===== config.mk =====
export PLATFORM = sky130hd
export DESIGN_NAME = kernel_cu
export DESIGN_NICKNAME = d
export VERILOG_FILES = /design/src/logic/kernel_cu_pkg.sv /design/src/logic/mem_req_if.sv /design/src/logic/cu_setup.sv /design/src/logic/cu_accumulate.sv /design/src/logic/memory_arbiter.sv /design/src/logic/kernel_cu.sv
export VERILOG_INCLUDE_DIRS = /design/src /design/src/include
export SDC_FILE = /design/constraint.sdc
export NUM_CORES = 1
export LEC_CHECK = 0
export ABC_AREA = 1
export BUFFER_PORTS_ARGS = -buffer_cell sky130_fd_sc_hd__buf_2
export CORE_ASPECT_RATIO = 0.75
export CORE_MARGIN = 3
export CORE_UTILIZATION = 44
export DETAILED_ROUTE_END_ITERATION = 16
export PLACE_DENSITY = 0.72
export SETUP_SLACK_MARGIN = 0.2
export SLEW_MARGIN = 25
export SYNTH_ARGS = -nofsm -noshare
export SYNTH_HDL_FRONTEND = slang
export SYNTH_SLANG_ARGS = --single-unit

===== constraint.sdc =====
create_clock -name ap_clk -period 5.1 [get_ports ap_clk]
set_input_delay 1.275 -clock ap_clk [delete_from_list [all_inputs] [get_ports ap_clk]]
set_output_delay 1.275 -clock ap_clk [all_outputs]
set_load 0.05 [all_outputs]

===== src/include/kernel_cu_consts.svh =====
// ------------------------------------------------
// Kernel compute unit constants
// Bus widths, done hold length, requestor count
// ------------------------------------------------

`ifndef KERNEL_CU_CONSTS_SVH
`define KERNEL_CU_CONSTS_SVH

// Word address into the shared memory
`define KCU_ADDR_WIDTH 16
// Memory word and running sum
`define KCU_DATA_WIDTH 32
// Vertex array length and read index
`define KCU_COUNT_WIDTH 16
// Cycles the finished condition must hold before done
`define KCU_DONE_HOLD 8
// Requestors sharing the memory port
`define KCU_NUM_REQUESTORS 2

`endif


===== src/logic/kernel_cu_pkg.sv =====
// ------------------------------------------------
// Kernel compute unit types
// ------------------------------------------------
`default_nettype none

`include "kernel_cu_consts.svh"

package kernel_cu_pkg;

  // Vectors with a meaning
  typedef logic [`KCU_ADDR_WIDTH-1:0]  addr_t;
  typedef logic [`KCU_DATA_WIDTH-1:0]  data_t;
  typedef logic [`KCU_COUNT_WIDTH-1:0] count_t;

  // Setup engine FSM
  typedef enum logic [1:0] {
    SETUP_IDLE, SETUP_READ_BASE, SETUP_READ_LENGTH, SETUP_RUN
  } setup_state_t;

  // Worker FSM
  typedef enum logic [2:0] {
    ACC_IDLE, ACC_FETCH, ACC_WAIT, ACC_SETTLE, ACC_DONE
  } accum_state_t;

endpackage : kernel_cu_pkg

`default_nettype wire


===== src/logic/mem_req_if.sv =====
// ------------------------------------------------
// Read request channel, requestor to arbiter
// One outstanding read, ack pulse carries data
// ------------------------------------------------
`default_nettype none

interface mem_req_if;

  // Held stable by the requestor until ack
  logic                 req;
  kernel_cu_pkg::addr_t addr;

  // One-cycle pulse, rdata valid with it
  logic                 ack;
  kernel_cu_pkg::data_t rdata;

  modport requestor (output req, output addr, input ack, input rdata);

  modport arbiter (input req, input addr, output ack, output rdata);

endinterface : mem_req_if

`default_nettype wire


===== src/logic/cu_setup.sv =====
// ------------------------------------------------
// Setup engine
// Takes the descriptor, reads array base and length
// from memory, then starts the worker
// ------------------------------------------------
`default_nettype none

module cu_setup (
  input  logic                  ap_clk,
  input  logic                  areset_control,
  input  logic                  descriptor_valid,
  input  kernel_cu_pkg::addr_t  descriptor_base,
  output logic                  busy,
  output logic                  accept,
  mem_req_if.requestor          mem,
  output logic                  start,
  output kernel_cu_pkg::addr_t  array_base,
  output kernel_cu_pkg::count_t array_length,
  input  logic                  finished
);
  import kernel_cu_pkg::*;

  setup_state_t state;
  // Registered descriptor word address
  addr_t        desc_base;

  // Busy falls in the same cycle the worker reports finished
  assign busy   = (state != SETUP_IDLE) && !finished;
  // Also tells the worker to drop its old done
  assign accept = descriptor_valid && !busy;

  // ------------------------------------------------
  // Control
  // ------------------------------------------------
  always_ff @(posedge ap_clk) begin
    if (areset_control) begin
      state   <= SETUP_IDLE;
      mem.req <= 1'b0;
      start   <= 1'b0;
    end else begin
      start <= 1'b0;
      if (accept) begin
        // First config word at the descriptor address
        state   <= SETUP_READ_BASE;
        mem.req <= 1'b1;
      end else begin
        case (state)
          SETUP_READ_BASE: begin
            // Request stays up, next address follows
            if (mem.ack) state <= SETUP_READ_LENGTH;
          end
          SETUP_READ_LENGTH: begin
            if (mem.ack) begin
              state   <= SETUP_RUN;
              mem.req <= 1'b0;
              start   <= 1'b1;
            end
          end
          SETUP_RUN: begin
            if (finished) state <= SETUP_IDLE;
          end
          default: state <= SETUP_IDLE;
        endcase
      end
    end
  end

  // ------------------------------------------------
  // Address and config words
  // ------------------------------------------------
  always_ff @(posedge ap_clk) begin
    if (accept) begin
      desc_base <= descriptor_base;
      mem.addr  <= descriptor_base;
    end
    if (state == SETUP_READ_BASE && mem.ack) begin
      array_base <= addr_t'(mem.rdata);
      // Length word sits right after the base word
      mem.addr   <= desc_base + 1'b1;
    end
    if (state == SETUP_READ_LENGTH && mem.ack) begin
      array_length <= count_t'(mem.rdata);
    end
  end

endmodule : cu_setup

`default_nettype wire


===== src/logic/cu_accumulate.sv =====
// ------------------------------------------------
// Vertex sum worker
// Reads the vertex array one word at a time, adds
// it up and raises done after a settle period
// ------------------------------------------------
`default_nettype none

`include "kernel_cu_consts.svh"

module cu_accumulate (
  input  logic                  ap_clk,
  input  logic                  areset_control,
  input  logic                  accept,
  input  logic                  start,
  input  kernel_cu_pkg::addr_t  array_base,
  input  kernel_cu_pkg::count_t array_length,
  mem_req_if.requestor          mem,
  output logic                  finished,
  output logic                  done,
  output kernel_cu_pkg::data_t  result_sum
);
  import kernel_cu_pkg::*;

  localparam int HOLD_W = $clog2(`KCU_DONE_HOLD + 1);

  accum_state_t      state;
  logic [HOLD_W-1:0] hold_cnt;
  addr_t             base_q;
  count_t            length_q;
  count_t            index;
  count_t            next_index;
  logic              launch;
  logic              last_word;
  logic              hold_met;

  // A new start is taken from IDLE or DONE
  assign launch     = start && (state == ACC_IDLE || state == ACC_DONE);
  assign next_index = index + 1'b1;
  assign last_word  = (next_index == length_q);
  assign hold_met   = (hold_cnt == HOLD_W'(`KCU_DONE_HOLD - 1));

  assign finished = (state == ACC_DONE);
  assign done     = (state == ACC_DONE);

  // ------------------------------------------------
  // Control
  // ------------------------------------------------
  always_ff @(posedge ap_clk) begin
    if (areset_control) begin
      state    <= ACC_IDLE;
      mem.req  <= 1'b0;
      hold_cnt <= '0;
    end else if (launch) begin
      hold_cnt <= '0;
      // Empty array skips the fetch loop
      state    <= (array_length == '0) ? ACC_SETTLE : ACC_FETCH;
    end else begin
      case (state)
        ACC_FETCH: begin
          mem.req <= 1'b1;
          state   <= ACC_WAIT;
        end
        ACC_WAIT: begin
          if (mem.ack) begin
            mem.req <= 1'b0;
            state   <= last_word ? ACC_SETTLE : ACC_FETCH;
          end
        end
        ACC_SETTLE: begin
          // Pending read restarts the hold
          if (mem.req) hold_cnt <= '0;
          else if (hold_met) state <= ACC_DONE;
          else hold_cnt <= hold_cnt + 1'b1;
        end
        ACC_DONE: begin
          // Next descriptor clears the old done
          if (accept) state <= ACC_IDLE;
        end
        default: state <= ACC_IDLE;
      endcase
    end
  end

  // ------------------------------------------------
  // Datapath
  // ------------------------------------------------
  always_ff @(posedge ap_clk) begin
    if (launch) begin
      base_q     <= array_base;
      length_q   <= array_length;
      index      <= '0;
      result_sum <= '0;
    end
    if (state == ACC_FETCH) mem.addr <= base_q + index;
    if (state == ACC_WAIT && mem.ack) begin
      // Wraps modulo 2^32
      result_sum <= result_sum + mem.rdata;
      index      <= next_index;
    end
  end

endmodule : cu_accumulate

`default_nettype wire


===== src/logic/memory_arbiter.sv =====
// ------------------------------------------------
// Memory port arbiter
// Fixed priority between setup and worker, one
// Wishbone classic read at a time
// ------------------------------------------------
`default_nettype none

`include "kernel_cu_consts.svh"

module memory_arbiter (
  input  logic                 ap_clk,
  input  logic                 areset_control,
  mem_req_if.arbiter           setup_port,
  mem_req_if.arbiter           accum_port,
  output logic                 wb_cyc,
  output logic                 wb_stb,
  output kernel_cu_pkg::addr_t wb_adr,
  input  kernel_cu_pkg::data_t wb_dat_i,
  input  logic                 wb_ack
);
  import kernel_cu_pkg::*;

  logic [`KCU_NUM_REQUESTORS-1:0] req_vec;
  logic [`KCU_NUM_REQUESTORS-1:0] grant_next;
  logic [`KCU_NUM_REQUESTORS-1:0] grant_q;
  logic [`KCU_NUM_REQUESTORS-1:0] ack_q;
  data_t                          rdata_q;
  logic                           arb_idle;

  // Bit 0 is setup and wins ties
  assign req_vec    = {accum_port.req, setup_port.req};
  assign grant_next = req_vec & (~req_vec + 1'b1);

  // Free only once the ack pulse is out, so a held
  // request is never granted twice
  assign arb_idle = !wb_cyc && !(|ack_q);

  // ------------------------------------------------
  // Bus cycle control
  // ------------------------------------------------
  always_ff @(posedge ap_clk) begin
    if (areset_control) begin
      wb_cyc  <= 1'b0;
      wb_stb  <= 1'b0;
      grant_q <= '0;
      ack_q   <= '0;
    end else begin
      ack_q <= '0;
      if (arb_idle && (|req_vec)) begin
        wb_cyc  <= 1'b1;
        wb_stb  <= 1'b1;
        grant_q <= grant_next;
      end else if (wb_cyc && wb_ack) begin
        // End of cycle, pulse the owner
        wb_cyc <= 1'b0;
        wb_stb <= 1'b0;
        ack_q  <= grant_q;
      end
    end
  end

  // ------------------------------------------------
  // Address and read data
  // ------------------------------------------------
  always_ff @(posedge ap_clk) begin
    if (arb_idle && (|req_vec)) begin
      wb_adr <= grant_next[0] ? setup_port.addr : accum_port.addr;
    end
    if (wb_cyc && wb_ack) rdata_q <= wb_dat_i;
  end

  // Data goes to both, only the owner sees ack
  assign setup_port.ack   = ack_q[0];
  assign accum_port.ack   = ack_q[1];
  assign setup_port.rdata = rdata_q;
  assign accum_port.rdata = rdata_q;

endmodule : memory_arbiter

`default_nettype wire


===== src/logic/kernel_cu.sv =====
// ------------------------------------------------
// Kernel compute unit top level
// Setup engine, vertex sum worker and a shared
// Wishbone classic read port
// ------------------------------------------------
`default_nettype none

module kernel_cu (
  input  logic                  ap_clk,
  input  logic                  areset_control,
  // Kernel descriptor
  input  logic                  descriptor_valid,
  input  kernel_cu_pkg::addr_t  descriptor_base,
  // Status
  output logic                  busy,
  output logic                  done,
  output kernel_cu_pkg::data_t  result_sum,
  // Wishbone master, read only
  output logic                  wb_cyc,
  output logic                  wb_stb,
  output kernel_cu_pkg::addr_t  wb_adr,
  input  kernel_cu_pkg::data_t  wb_dat_i,
  input  logic                  wb_ack
);
  import kernel_cu_pkg::*;

  // ------------------------------------------------
  // Internal wires
  // ------------------------------------------------
  // Descriptor taken this cycle
  logic   accept;
  // Start path to the worker
  logic   start;
  addr_t  array_base;
  count_t array_length;
  logic   finished;

  // Requestor 0 is setup, requestor 1 is the worker
  mem_req_if setup_req ();
  mem_req_if accum_req ();

  // ------------------------------------------------
  // Input side
  // ------------------------------------------------
  cu_setup u_cu_setup (
    .ap_clk           (ap_clk),
    .areset_control   (areset_control),
    .descriptor_valid (descriptor_valid),
    .descriptor_base  (descriptor_base),
    .busy             (busy),
    .accept           (accept),
    .mem              (setup_req.requestor),
    .start            (start),
    .array_base       (array_base),
    .array_length     (array_length),
    .finished         (finished)
  );

  // ------------------------------------------------
  // Processing part
  // ------------------------------------------------
  cu_accumulate u_cu_accumulate (
    .ap_clk         (ap_clk),
    .areset_control (areset_control),
    .accept         (accept),
    .start          (start),
    .array_base     (array_base),
    .array_length   (array_length),
    .mem            (accum_req.requestor),
    .finished       (finished),
    .done           (done),
    .result_sum     (result_sum)
  );

  // ------------------------------------------------
  // Output side
  // ------------------------------------------------
  memory_arbiter u_memory_arbiter (
    .ap_clk         (ap_clk),
    .areset_control (areset_control),
    .setup_port     (setup_req.arbiter),
    .accum_port     (accum_req.arbiter),
    .wb_cyc         (wb_cyc),
    .wb_stb         (wb_stb),
    .wb_adr         (wb_adr),
    .wb_dat_i       (wb_dat_i),
    .wb_ack         (wb_ack)
  );

endmodule : kernel_cu

`default_nettype wire


==> results of run 1 <==
[layout make-up]
class / instances / area, sq um
tap: 331 / 414
multi-input combinational: 733 / 4040
sequential: 225 / 6590
fill: 2134 / 11500
timing repair buffer: 109 / 561
clock buffer: 30 / 676
inverter: 103 / 387
clock inverter: 14 / 146
[state kept, by name, summed over array words and instances, names as in the netlist]
| signal | flops |
|---|---|
| u_cu_accumulate.mem.req | 1 |
| u_cu_setup.desc_base | 16 |
| u_cu_accumulate.base_q | 16 |
| u_memory_arbiter.grant_q | 2 |
| u_cu_accumulate.hold_cnt | 4 |
| u_cu_setup.mem.addr | 16 |
| u_cu_accumulate.index | 16 |
| u_cu_setup.array_length | 16 |
| u_cu_setup.state | 2 |
| u_cu_setup.array_base | 16 |
| u_memory_arbiter.ack_q | 2 |
| u_cu_accumulate.length_q | 16 |
| u_cu_setup.mem.req | 1 |
| u_cu_accumulate.state | 3 |
| u_cu_accumulate.mem.addr | 16 |
| u_memory_arbiter.wb_adr | 16 |
| u_cu_setup.start | 1 |
| u_cu_accumulate.result_sum | 32 |
| u_memory_arbiter.wb_cyc | 1 |
| u_memory_arbiter.accum_port.rdata | 32 |
[cell usage in the layout (no fill, tap or decap), types with 3 or more instances in the layout]
cell | Yosys | final
nand2_1 | 249 | 248
edfxtp_1 | 208 | 208
nor2_1 | 113 | 112
buf_2 | 0 | 103
inv_1 | 102 | 102
a21oi_1 | 93 | 93
o21ai_0 | 58 | 58
ha_1 | 54 | 54
nand3_1 | 44 | 44
clkbuf_16 | 0 | 26
xor2_1 | 22 | 22
dfxtp_1 | 17 | 17
xnor2_1 | 13 | 13
nand4_1 | 12 | 12
a21o_1 | 7 | 7
nand3b_1 | 7 | 7
o21a_1 | 7 | 7
nor3_1 | 7 | 6
buf_4 | 1 | 6
o21bai_1 | 5 | 5
nor4_1 | 6 | 5
o31ai_1 | 4 | 4
nor2_2 | 3 | 4
nand2_4 | 4 | 4
a31oi_1 | 4 | 4
clkbuf_1 | 11 | 3
clkinv_4 | 0 | 3
clkinv_2 | 0 | 3
inv_4 | 0 | 3
[metrics by stage]
step           utilization  total power, mW  std cells  area (sq um)
6_report             0.526             4.57       1545         12800
5_1_grt              0.526             4.76       1545         12800
4_1_cts              0.526             4.62       1545         12800
3_5_place_dp         0.492             2.82       1501         12000
3_3_place_gp         0.492             2.80       1501         12000
2_1_floorplan            -             2.65       1073         11000
[worst max path at each step]
stage	from	to	slack, ps	cells past startpoint
final	u_cu_setup.state[0]	busy	2170	4
after global routing	u_cu_setup.state[0]	busy	2130	4
after CTS	u_cu_setup.state[0]	busy	2170	4
after detailed placement	descriptor_valid	u_cu_setup.mem.addr[4]	2320	6
after global placement	descriptor_valid	u_cu_setup.mem.addr[4]	2370	6
after floorplan	u_cu_accumulate.state[0]	u_cu_accumulate.index[0]	1500	5
[layer usage]
layer / wire length (microns) / up-vias / global-route usage
met5: 0 / - / 0
met4: 444 / 0 / 0.0403
met3: 1530 / 31 / 0.0307
met2: 11100 / 227 / 0.303
met1: 10800 / 3685 / 0.244
li1: - / 3967 / -
[power by group through the flow]
stage	logic [mW]	clock network (mW)	registers, mW
after floorplan	0.317	0	2.34
after global placement	0.535	0	2.27
after detailed placement	0.545	0	2.27
after CTS	0.549	1.83	2.23
after global routing	0.607	1.91	2.24
final	0.546	1.80	2.23
[worst reg2reg max path: cells and delay by family, from the launching register on]
kind                       cells  cell delay (ps)
AOI/OAI and AO/OA              3              610
adders and majority gates      2              630
buffers and inverters          1               80
DFF                            1              380
and+or+nand+nor                7              610
[kinds of logic after synthesis]
logic type | synth area share
AO/OA/AOI/OAI | 0.0940
XOR/XNOR | 0.0321
adder cells (fa/ha/maj) | 0.0648
buffers and inverters | 0.0395
flip-flops | 0.597
AND/OR/NAND/NOR | 0.173
==> results.txt, run 1 <==
The proportion of power drawn by the clock network came out at 0.393. nand2_1 is the most common cell in the netlist. In this run the number of H-tree levels came out at 1.

Buffers inserted to repair hold after CTS numbered 0. The worst hold path terminates at u_cu_accumulate.base_q[3]. The maximum operating frequency is 0.341 GHz. The standard-cell row count is slightly below 50. Across the VDD grid, the largest voltage drop is 222 uV. In this run the count of I/O pins placed on the die edge is about 100. From synthesis to final layout, the design area changed by 16.0%. The initial antenna violation count came out at 0.

The number of buffer and inverter instances along the worst setup path came out at 2. Setup repair after global routing left no endpoint under its margin. The setup slack of the critical path after layout came out at 2170 ps. The net count after synthesis came out at between 1000 and 1500. The capture instance of the worst register-to-register path is u_cu_accumulate.result_sum[22].

After the first detailed-routing iteration, the DRC count stood at roughly 480. The count of antenna diodes in the layout came out at 0. The number of synthesis warnings is 0. Max-cap violations in this run came to 0.

The total power per unit cell area came out at 357 nW/um^2. In this run the vertical extent of the chip is around 140 microns. The share of total power dissipated in combinational logic is 0.119. The sequential share of power came out at 0.488.

By count the netlist is led by nand2_1 (249), edfxtp_1 (208), nor2_1 (113). The cell type with the highest aggregate area in the netlist is edfxtp_1. The worst setup path is captured at an output pin. The TritonCTS clock tree is yes. The maximum clock path buffer count is 3.

The hold violation count in the final report was 0. The total clock buffers created by CTS is 24. The number of global-route vias before repair came to a little under 8000.

The core area is ~24000 sq um. In this run the horizontal extent of the chip is approximately 190 microns. The cell count of the worst hold path is 0. The final period utilization is 0.574.

The post-synthesis instance area came out at around 11000 sq um. The flip-flop and latch count after synthesis is approximately 230. The number of remaining DRC errors came out at 0. The static power due to leakage is 5.16 nW. In this run the most critical hold path is launched from u_cu_setup.array_base[3]. By area the synthesized netlist is led by edfxtp_1 (57%), nand2_1 (8.5%), ha_1 (6.1%), a21oi_1 (4.2%), nor2_1 (3.8%). The die footprint is 27000 sq um.

Grouping stages by cell kind, the critical path spends the most delay in flip-flops. The final routed wirelength across all metal layers is approximately 24000 microns. The clock reaches the later pin of the worst-skew pair after 510 ps.

Prior to clock tree synthesis, the placed netlist has a worst setup slack of around 2300 ps. The congestion estimate from routability-driven global placement came to approximately 0.95. The slowest library cell on the worst path is dfxtp_1.

The vias per cell is roughly 5. The count of nets left with antenna violations once routing finished came out at 0. STA classifies the critical path startpoint as a flop. Of the post-synthesis cell area, the dominant cell type holds 0.566. The maximum number of pins on one net before global-route repair is just under 50. Headroom to the max-slew limit came out at 0.417. CTS saw 225 sinks.

The post-CTS setup buffer count is 0. Data on the critical path arrives at its endpoint at 1650 ps. The remaining global-route overflow is 0.

The final total negative setup slack is 0 ps. CTS placed an instance of clkbuf_16 at the clock tree root. The count of final setup violators came out at 0. The flow ran to the end, and the final reports show no timing, DRC or antenna violations.

Traced cell by cell, the critical path runs through inv_1, ha_1, nor2_1, buf_2. The combined global-route utilization of all metal layers came out at 0.179. The maximum fanout encountered on the critical timing path is 4. The synthesized area divided by synthesized cell count came out at between 10 and 15 sq um.

Data on the critical path is required at its endpoint by 3830 ps. The global-route wire length before repair came out at 38600 microns. The number of enable flip-flop cells after synthesis is ~210.

The worst min-delay path category is flop to flop. The switching fraction of total power is 0.263. The number of detailed-routing iterations run before antenna repair is 5.

The commonest register cell after synthesis is edfxtp_1. The fraction of layout instances using a drive strength above 1 came out at 0.137. The largest clock skew in the final design came out at 9.44 ps. The longest individual stage delay on the worst path came out at 400 ps. The number of nets in the final layout came out at between 1000 and 1500. The final route contains ~8000 vias.

The worst hold slack after final layout is between 400 and 500 ps. The count of port buffers added during placement is a little over 100. The async set-or-reset flop fraction in the synthesized netlist came out at 0.

The clock-pin slew on the worst setup and hold paths came out at approximately 70 ps. The post-synthesis sequential area ratio came out at 0.597. The slew at the pin closest to its max-slew limit is approximately 870 ps. The total of cells resized after clock tree synthesis is 0. The starting density of the core came out at 0.453.

The detail-routed net length per standard cell came out at about 15 microns. The startpoint of the most critical register-to-register path is u_memory_arbiter.accum_port.rdata[0]. The net switching power came out at approximately 1.2 mW. The cell-internal power is 3.37 mW. The number of pins with negative max-slew slack in the final report came out at 0. After technology mapping, the gate count stands at between 1000 and 1500. Detailed placement ended at an HPWL of 17800 microns. In this run the register-to-register setup slack is 2550 ps. The critical path is of the flop to output pin type. The number of cells on the worst reg-to-reg path is 13.

The clock period minus final worst setup slack is 2930 ps. The number of different library cells used by synthesis comes to 40.
No activity file was read; power rests on OpenSTA's default activity.
==> inputs of run 2 (changes only) <==
PLACE_DENSITY = 0.74   (was 0.72)
clock period = 2.55 ns   (was 5.1 ns; I/O delays follow)
==> results.txt, run 2 (synthesized netlist as in run 1, its figures left out) <==
The number of global-route vias before repair is 7740 (-0.42%). The capture instance of the worst register-to-register path is u_cu_accumulate.result_sum[23]. The post-layout instance count excluding filler cells came to 1564 (+1.2%). The vias per cell came out at 5.17 (+1.0%). The maximum fanout encountered on the critical timing path came out at 5 (+1). The worst endpoint required time was 2830 ps (-1000 ps). The global-route wire length before repair is 39100 microns (+1.3%). In this design, the critical path's most frequently occurring cell is nand2_1.

The slack of the worst reg-to-reg path was 260 ps (-2290 ps). The routability congestion estimate from global placement came out at 0.924 (-2.6%). The HPWL after detailed placement is 18500 microns (+3.8%). The final period utilization is 0.899.

The worst hold slack after final layout came out at 289 ps (-129 ps). The total clock buffers created by CTS came out at 24 (unchanged). The detail-routed net length per standard cell is 15.7 microns (+1.6%). The combined global-route utilization of all metal layers came to 0.182 (+0.00318). The later-pin clock latency in the skew report came out at 520 ps (about the same). The number of remaining DRC errors came to 0 (unchanged).

The met1 capacity usage during global routing is 0.254 (+0.00950). The largest clock skew in the final design is 8.54 ps (-0.898 ps). The worst-case hold path end point is u_memory_arbiter.accum_port.rdata[22]. The met2 usage is 0.296 (-0.00688). The worst-case vdd ir drop is 423 uV (+90%). The number of detailed-routing iterations run before antenna repair is 5 (unchanged). The count of final setup violators is 0 (unchanged). The global-route track usage on met3 came out at 0.0326 (+0.00196).

The horizontal extent of the die came to 189 microns (unchanged). The clock-pin slew on the worst setup and hold paths was 70 ps (about the same). The cell count of the worst hold path is 1 (+1).

The number of max-capacitance violations reported is 0 (unchanged). The die extent in y came out at 143 microns (unchanged). The worst min-delay path startpoint is wb_dat_i[22].

The starting density of the core is 0.453 (unchanged). The cell count after placement is 1513 (+0.80%). The number of antenna-violating nets in the routed design is 0 (unchanged). The length in cells of the worst reg-to-reg path was 11 (-2). The count of antenna diodes in the layout is 0 (unchanged). STA classifies the critical path startpoint as a flop. In the layout the commonest cells are nand2_1 (245), edfxtp_1 (208), nor2_1 (106), buf_2 (102), inv_1 (101).

The run finished with clean final reports. The maximum number of pins on one net before global-route repair came out at 35 (-29%). Walking the worst path, the cells encountered are ha_1, a21oi_1, inv_1, a31oi_1, nand2_1, a21oi_2, o21ai_4, nand2_1, nand2_1, nor2_1, nor2_1. The number of clock sinks was 225 (unchanged). The remaining global-route overflow is 0 (unchanged). The tightest min-delay check is of the primary input to flop type. The clock period minus final worst setup slack is roughly 2300 ps. The area growth from synthesis to layout came out at 19.2%. The timing startpoint of the critical path is u_cu_accumulate.result_sum[18]. The area of all placed cells without fillers was 13200 sq um (+2.7%). The fraction of layout instances using a drive strength above 1 came to 0.178 (+0.0409). The initial antenna violation count came out at 0 (unchanged). The startpoint of the most critical register-to-register path is u_cu_accumulate.result_sum[18]. Broken down by cell family, the worst path's largest delay share belongs to compound AO/OA/AOI/OAI gates. The slew at the pin closest to its max-slew limit came out at 725 ps (-143 ps). The H-tree level count came out at 1 (unchanged). The count of vias placed by the detailed router came to 8090 (+2.3%).

The worst max-slew margin expressed relative to the limit came to 0.516 (+0.0997). The total power per unit cell area is 688 nW/um^2 (+93%). The arrival time of data at the critical path endpoint is 2570 ps (+920 ps). The number of nets in the final layout is 1323 (+1.5%). TritonCTS built the clock tree. The hold violation count in the final report came out at 0 (unchanged). The number of buffer and inverter instances along the worst setup path was 1 (-1). The standard-cell row count is 49 (unchanged).

The static power due to leakage came out at 5.24 nW (+1.6%). The maximum clock path buffer count came out at 3 (unchanged). The count of port buffers added during placement is 103 (unchanged). The most common cell after layout, fill and taps aside is nand2_1. The die footprint was 27000 sq um (unchanged). The final routed wirelength across all metal layers came out at 24600 microns (+2.9%). STA classifies the critical path endpoint as a flop.

The global routing stage identified its most utilized layer as met2. The number of pins with negative max-slew slack in the final report was 0 (unchanged). The cell area reported after detailed placement is 12100 sq um (+1.1%). For this design, the slowest cell found on the critical path is edfxtp_1. By startpoint and endpoint, the worst setup path is classified as flop to flop. The number of placed I/O pins is 104 (unchanged). The violation count after the first detailed-route iteration came out at 536 (+12%). Static timing analysis puts the maximum clock frequency at roughly 0.44 GHz. The post-route total power came out at 9.05 mW (+98%). The cell sitting at the root of the clock tree is a clkbuf_16. The longest individual stage delay on the worst path is 400 ps (about the same). The core area came out at 24300 sq um (unchanged). Setup repair after global routing could not meet its margin everywhere.
==> run 2: changes by cell type in the layout (fill, tap and decap cells not counted), sizes merged <==
cell | before | now
clkinvlp | 0 | 2
inv | 107 | 103
buf | 109 | 128
clkinv | 8 | 10
==> run 2: final cells by class <==
| cell class | instances | area, sq um |
|---|---|---|
| Fill cell | 2096 | 11200 |
| Clock buffer | 30 | 644 |
| Tap cell | 331 | 414 |
| Multi-Input combinational cell | 733 | 4290 |
| Sequential cell | 225 | 6590 |
| Inverter | 103 | 387 |
| Timing Repair Buffer | 128 | 706 |
| Clock inverter | 14 | 129 |
==> run 2: stage by stage <==
stage	TNS, ps	setup slack, ps	util
4_1_cts	0	153	0.530
6_report	0	258	0.540
2_1_floorplan	-2700	-56.3	-
3_3_place_gp	-20.4	-20.4	0.498
5_1_grt	0	167	0.540
3_5_place_dp	-229	-138	0.498
==> run 2: worst max path at each step <==
stage | depth (start not counted) | endpoint
final | 11 | u_cu_accumulate.result_sum[23]
after global routing | 12 | u_cu_accumulate.result_sum[23]
after CTS | 12 | u_cu_accumulate.result_sum[23]
after detailed placement | 12 | u_cu_accumulate.result_sum[23]
after global placement | 12 | u_cu_accumulate.result_sum[23]
after floorplan | 5 | u_cu_accumulate.index[0]
==> run 2: power by group <==
part | switching (mW) | total (mW) | internal, mW
Combinational | 0.809 | 1.16 | 0.346
Clock | 1.42 | 3.42 | 2.00
Sequential | 0.150 | 4.48 | 4.33
Total | 2.38 | 9.05 | 6.67
==> run 2: what timing repair did <==
action,CTS,global route
resized for setup,3,36
hold buffers,0,0
pin swaps,0,10
setup endpoints to repair,3,20
setup buffers,0,7
==> run 2: routing by layer <==
layer	part of all wire	up-vias
met4	0.025	0
met5	0	-
met3	0.073	43
li1	-	4011
met2	0.45	302
met1	0.45	3734
==> inputs of run 3 (changes only) <==
CORE_ASPECT_RATIO = 1.25   (was 0.75)
CORE_MARGIN = 10   (was 3)
PLACE_DENSITY = 0.73   (was 0.74)
==> results.txt, run 3 (synthesized netlist as in run 1, its figures left out) <==
The flow ran to the end, and the final reports show no timing, DRC or antenna violations. The slew at the pin closest to its max-slew limit is 857 ps (+133 ps). The root buffer cell is clkbuf_16.

The cell family contributing the most delay on the critical path is compound AO/OA/AOI/OAI gates. The path class of the tightest hold or removal check is primary input to flop. The switching fraction of total power is 0.262 (-0.000388). The critical path is of the flop to flop type. Walking the worst path, the cells encountered are ha_1, a21oi_1, inv_1, a31oi_1, nand2_2, a21oi_2, o21ai_4, nand2_1, nand2_1, nor2_1, nor2_1. The area growth from synthesis to layout came out at 19.7%. Setup repair after global routing could not meet its margin everywhere.

The number of remaining DRC errors was 0 (unchanged). The detail-routed net length per standard cell is 17.2 microns (+9.2%). The longest individual stage delay on the worst path is 390 ps (about the same). The HPWL after detailed placement came out at 20300 microns (+9.7%).

The capture instance of the worst register-to-register path is u_cu_accumulate.result_sum[23]. The hold violation count in the final report is 0 (unchanged). The count of vias placed by the detailed router is 8154 (+0.79%). The starting density of the core came out at 0.449 (-0.00450). The remaining global-route overflow is 0 (unchanged). The number of placed I/O pins is 104 (unchanged). The maximum clock path buffer count was 3 (unchanged). The die extent in y came to 197 microns (+38%). The core area is 24600 sq um (+1.0%). The number of pins with negative max-slew slack in the final report is 0 (unchanged). The number of max-capacitance violations reported came out at 0 (unchanged).

The number of clock sinks is 225 (unchanged). The total power per unit cell area is 696 nW/um^2 (+1.2%). The horizontal extent of the die is 162 microns (-14%). In the layout the commonest cells are nand2_1 (243), edfxtp_1 (208), nor2_1 (106), buf_2 (102), inv_1 (101). The length in cells of the worst reg-to-reg path came out at 11 (unchanged). The initial antenna violation count came to 0 (unchanged). The cell area reported after detailed placement was 12100 sq um (+0.15%). The fraction of layout instances using a drive strength above 1 came to 0.183 (+0.00545).

The total of fill cells in the finished design came to 2126 (+1.4%). The arrival time of data at the critical path endpoint came out at 2620 ps (+50 ps). The count of antenna diodes in the layout came to 0 (unchanged). For this design, the slowest cell found on the critical path is edfxtp_1.

The largest clock skew in the final design came out at 15.2 ps (+6.69 ps). The final period utilization came out at 0.918 (+0.0190). The worst endpoint required time is 2830 ps (about the same). The combined global-route utilization of all metal layers came to 0.164 (-0.0180). The most common cell after layout, fill and taps aside is nand2_1.

The H-tree level count is 1 (unchanged). The cell count of the worst hold path is 1 (unchanged). The number of antenna-violating nets in the routed design is 0 (unchanged). For hold timing, the worst endpoint is u_memory_arbiter.accum_port.rdata[26]. The number of global-route vias before repair was 8323 (+7.5%). The clock-pin slew on the worst setup and hold paths came out at 60 ps (about the same).

The slack of the worst reg-to-reg path is 210 ps (-50 ps). The die footprint came out at 31900 sq um (+18%). The routability congestion estimate from global placement came out at 0.961 (+4.0%). The number of nets in the final layout is 1330 (+0.53%).

The clock period minus final worst setup slack was 2340 ps (+48.3 ps). The static power due to leakage came out at 5.27 nW (+0.57%). The type of element capturing the critical path is a flop. The worst-case vdd ir drop came out at 579 uV (+37%).

The number of buffer and inverter instances along the worst setup path came to 1 (unchanged). The vias per cell is 5.19 (+0.41%). The total clock buffers created by CTS was 24 (unchanged). The standard-cell row count is 64 (+31%). The final core utilization came out at 0.537 (-0.00317). The final routed wirelength across all metal layers came out at 27000 microns (+9.6%). The count of port buffers added during placement is 103 (unchanged). The combinational power share came to 0.134 (+0.006).

The kind of launch point of the worst setup path is a flop. The proportion of power drawn by the clock network is 0.383 (+0.005). The area of all placed cells without fillers came out at 13200 sq um (+0.41%). The later-pin clock latency in the skew report came out at 530 ps (about the same). The sequential share of power is 0.483 (-0.011). The maximum operating frequency is 0.427 GHz (-2.1%). The maximum fanout encountered on the critical timing path is 5 (unchanged). The count of final setup violators came to 0 (unchanged). The maximum number of pins on one net before global-route repair is 49 (+40%). In this run the critical register-to-register path is launched from u_cu_accumulate.result_sum[18]. The violation count after the first detailed-route iteration came out at 421 (-21%). The worst max-slew margin expressed relative to the limit is 0.423 (-0.0929). The cell-internal power came out at 6.78 mW (+1.7%). In this run the most critical hold path is launched from wb_dat_i[26]. The global-route wire length before repair is 42300 microns (+8.3%). The net switching power was 2.41 mW (+1.4%). TritonCTS built the clock tree. The number of detailed-routing iterations run before antenna repair was 6 (+1).
[run 3: worst max-delay path by stage]
stage	start	endpoint	slack, ps	cells after the start
after floorplan	u_cu_accumulate.state[0]	u_cu_accumulate.index[0]	-60	5
after global placement	u_cu_accumulate.result_sum[17]	u_cu_accumulate.result_sum[23]	-140	12
after detailed placement	u_memory_arbiter.accum_port.rdata[12]	u_cu_accumulate.result_sum[23]	-170	12
after CTS	u_memory_arbiter.accum_port.rdata[12]	u_cu_accumulate.result_sum[23]	180	12
after global routing	u_memory_arbiter.accum_port.rdata[12]	u_cu_accumulate.result_sum[23]	80	12
final	u_cu_accumulate.result_sum[18]	u_cu_accumulate.result_sum[23]	210	11
[run 3: area by class of cell]
type / count / area, sq um / share of cell area
sequential: 225 / 6590 / 0.499
multi-input combinational: 733 / 4250 / 0.322
timing repair buffer: 135 / 771 / 0.0584
clock buffer: 33 / 644 / 0.0488
tap: 330 / 413 / 0.0313
inverter: 103 / 387 / 0.0293
clock inverter: 11 / 155 / 0.0117
[run 3: timing repair]
action / in CTS / in global routing
buffers inserted: 3 / 10
pin swaps: 2 / 10
hold buffers: 0 / 0
setup endpoints to repair: 5 / 14
resized for setup: 6 / 40
[run 3: power by group through the flow]
stage	logic, mW	registers (mW)	clock network [mW]
after floorplan	0.656	4.67	0
after global placement	1.16	4.50	0
after detailed placement	1.18	4.51	0
after CTS	1.19	4.44	3.58
after global routing	1.36	4.46	3.73
final	1.23	4.44	3.52
[run 3: routing by layer]
| metal | vias to the layer above | global-route usage | wire length [microns] |
|---|---|---|---|
| met2 | 241 | 0.314 | 14500 |
| li1 | 4022 | - | - |
| met1 | 3832 | 0.173 | 10100 |
| met5 | - | 0 | 0 |
| met4 | 0 | 0.0567 | 917 |
| met3 | 59 | 0.0340 | 1560 |
[run 3: stage by stage]
step                      hold WS, ps  worst slack [ps]  power, mW  setup TNS [ps]  instances
after floorplan                   400             -56.3       5.32           -2700       1073
after global placement            401              -145       5.66            -145       1513
after detailed placement          405              -171       5.70            -180       1513
after CTS                         274               176       9.21               0       1560
after global routing              273              79.5       9.55               0       1570
final                             288               210       9.20               0       1570
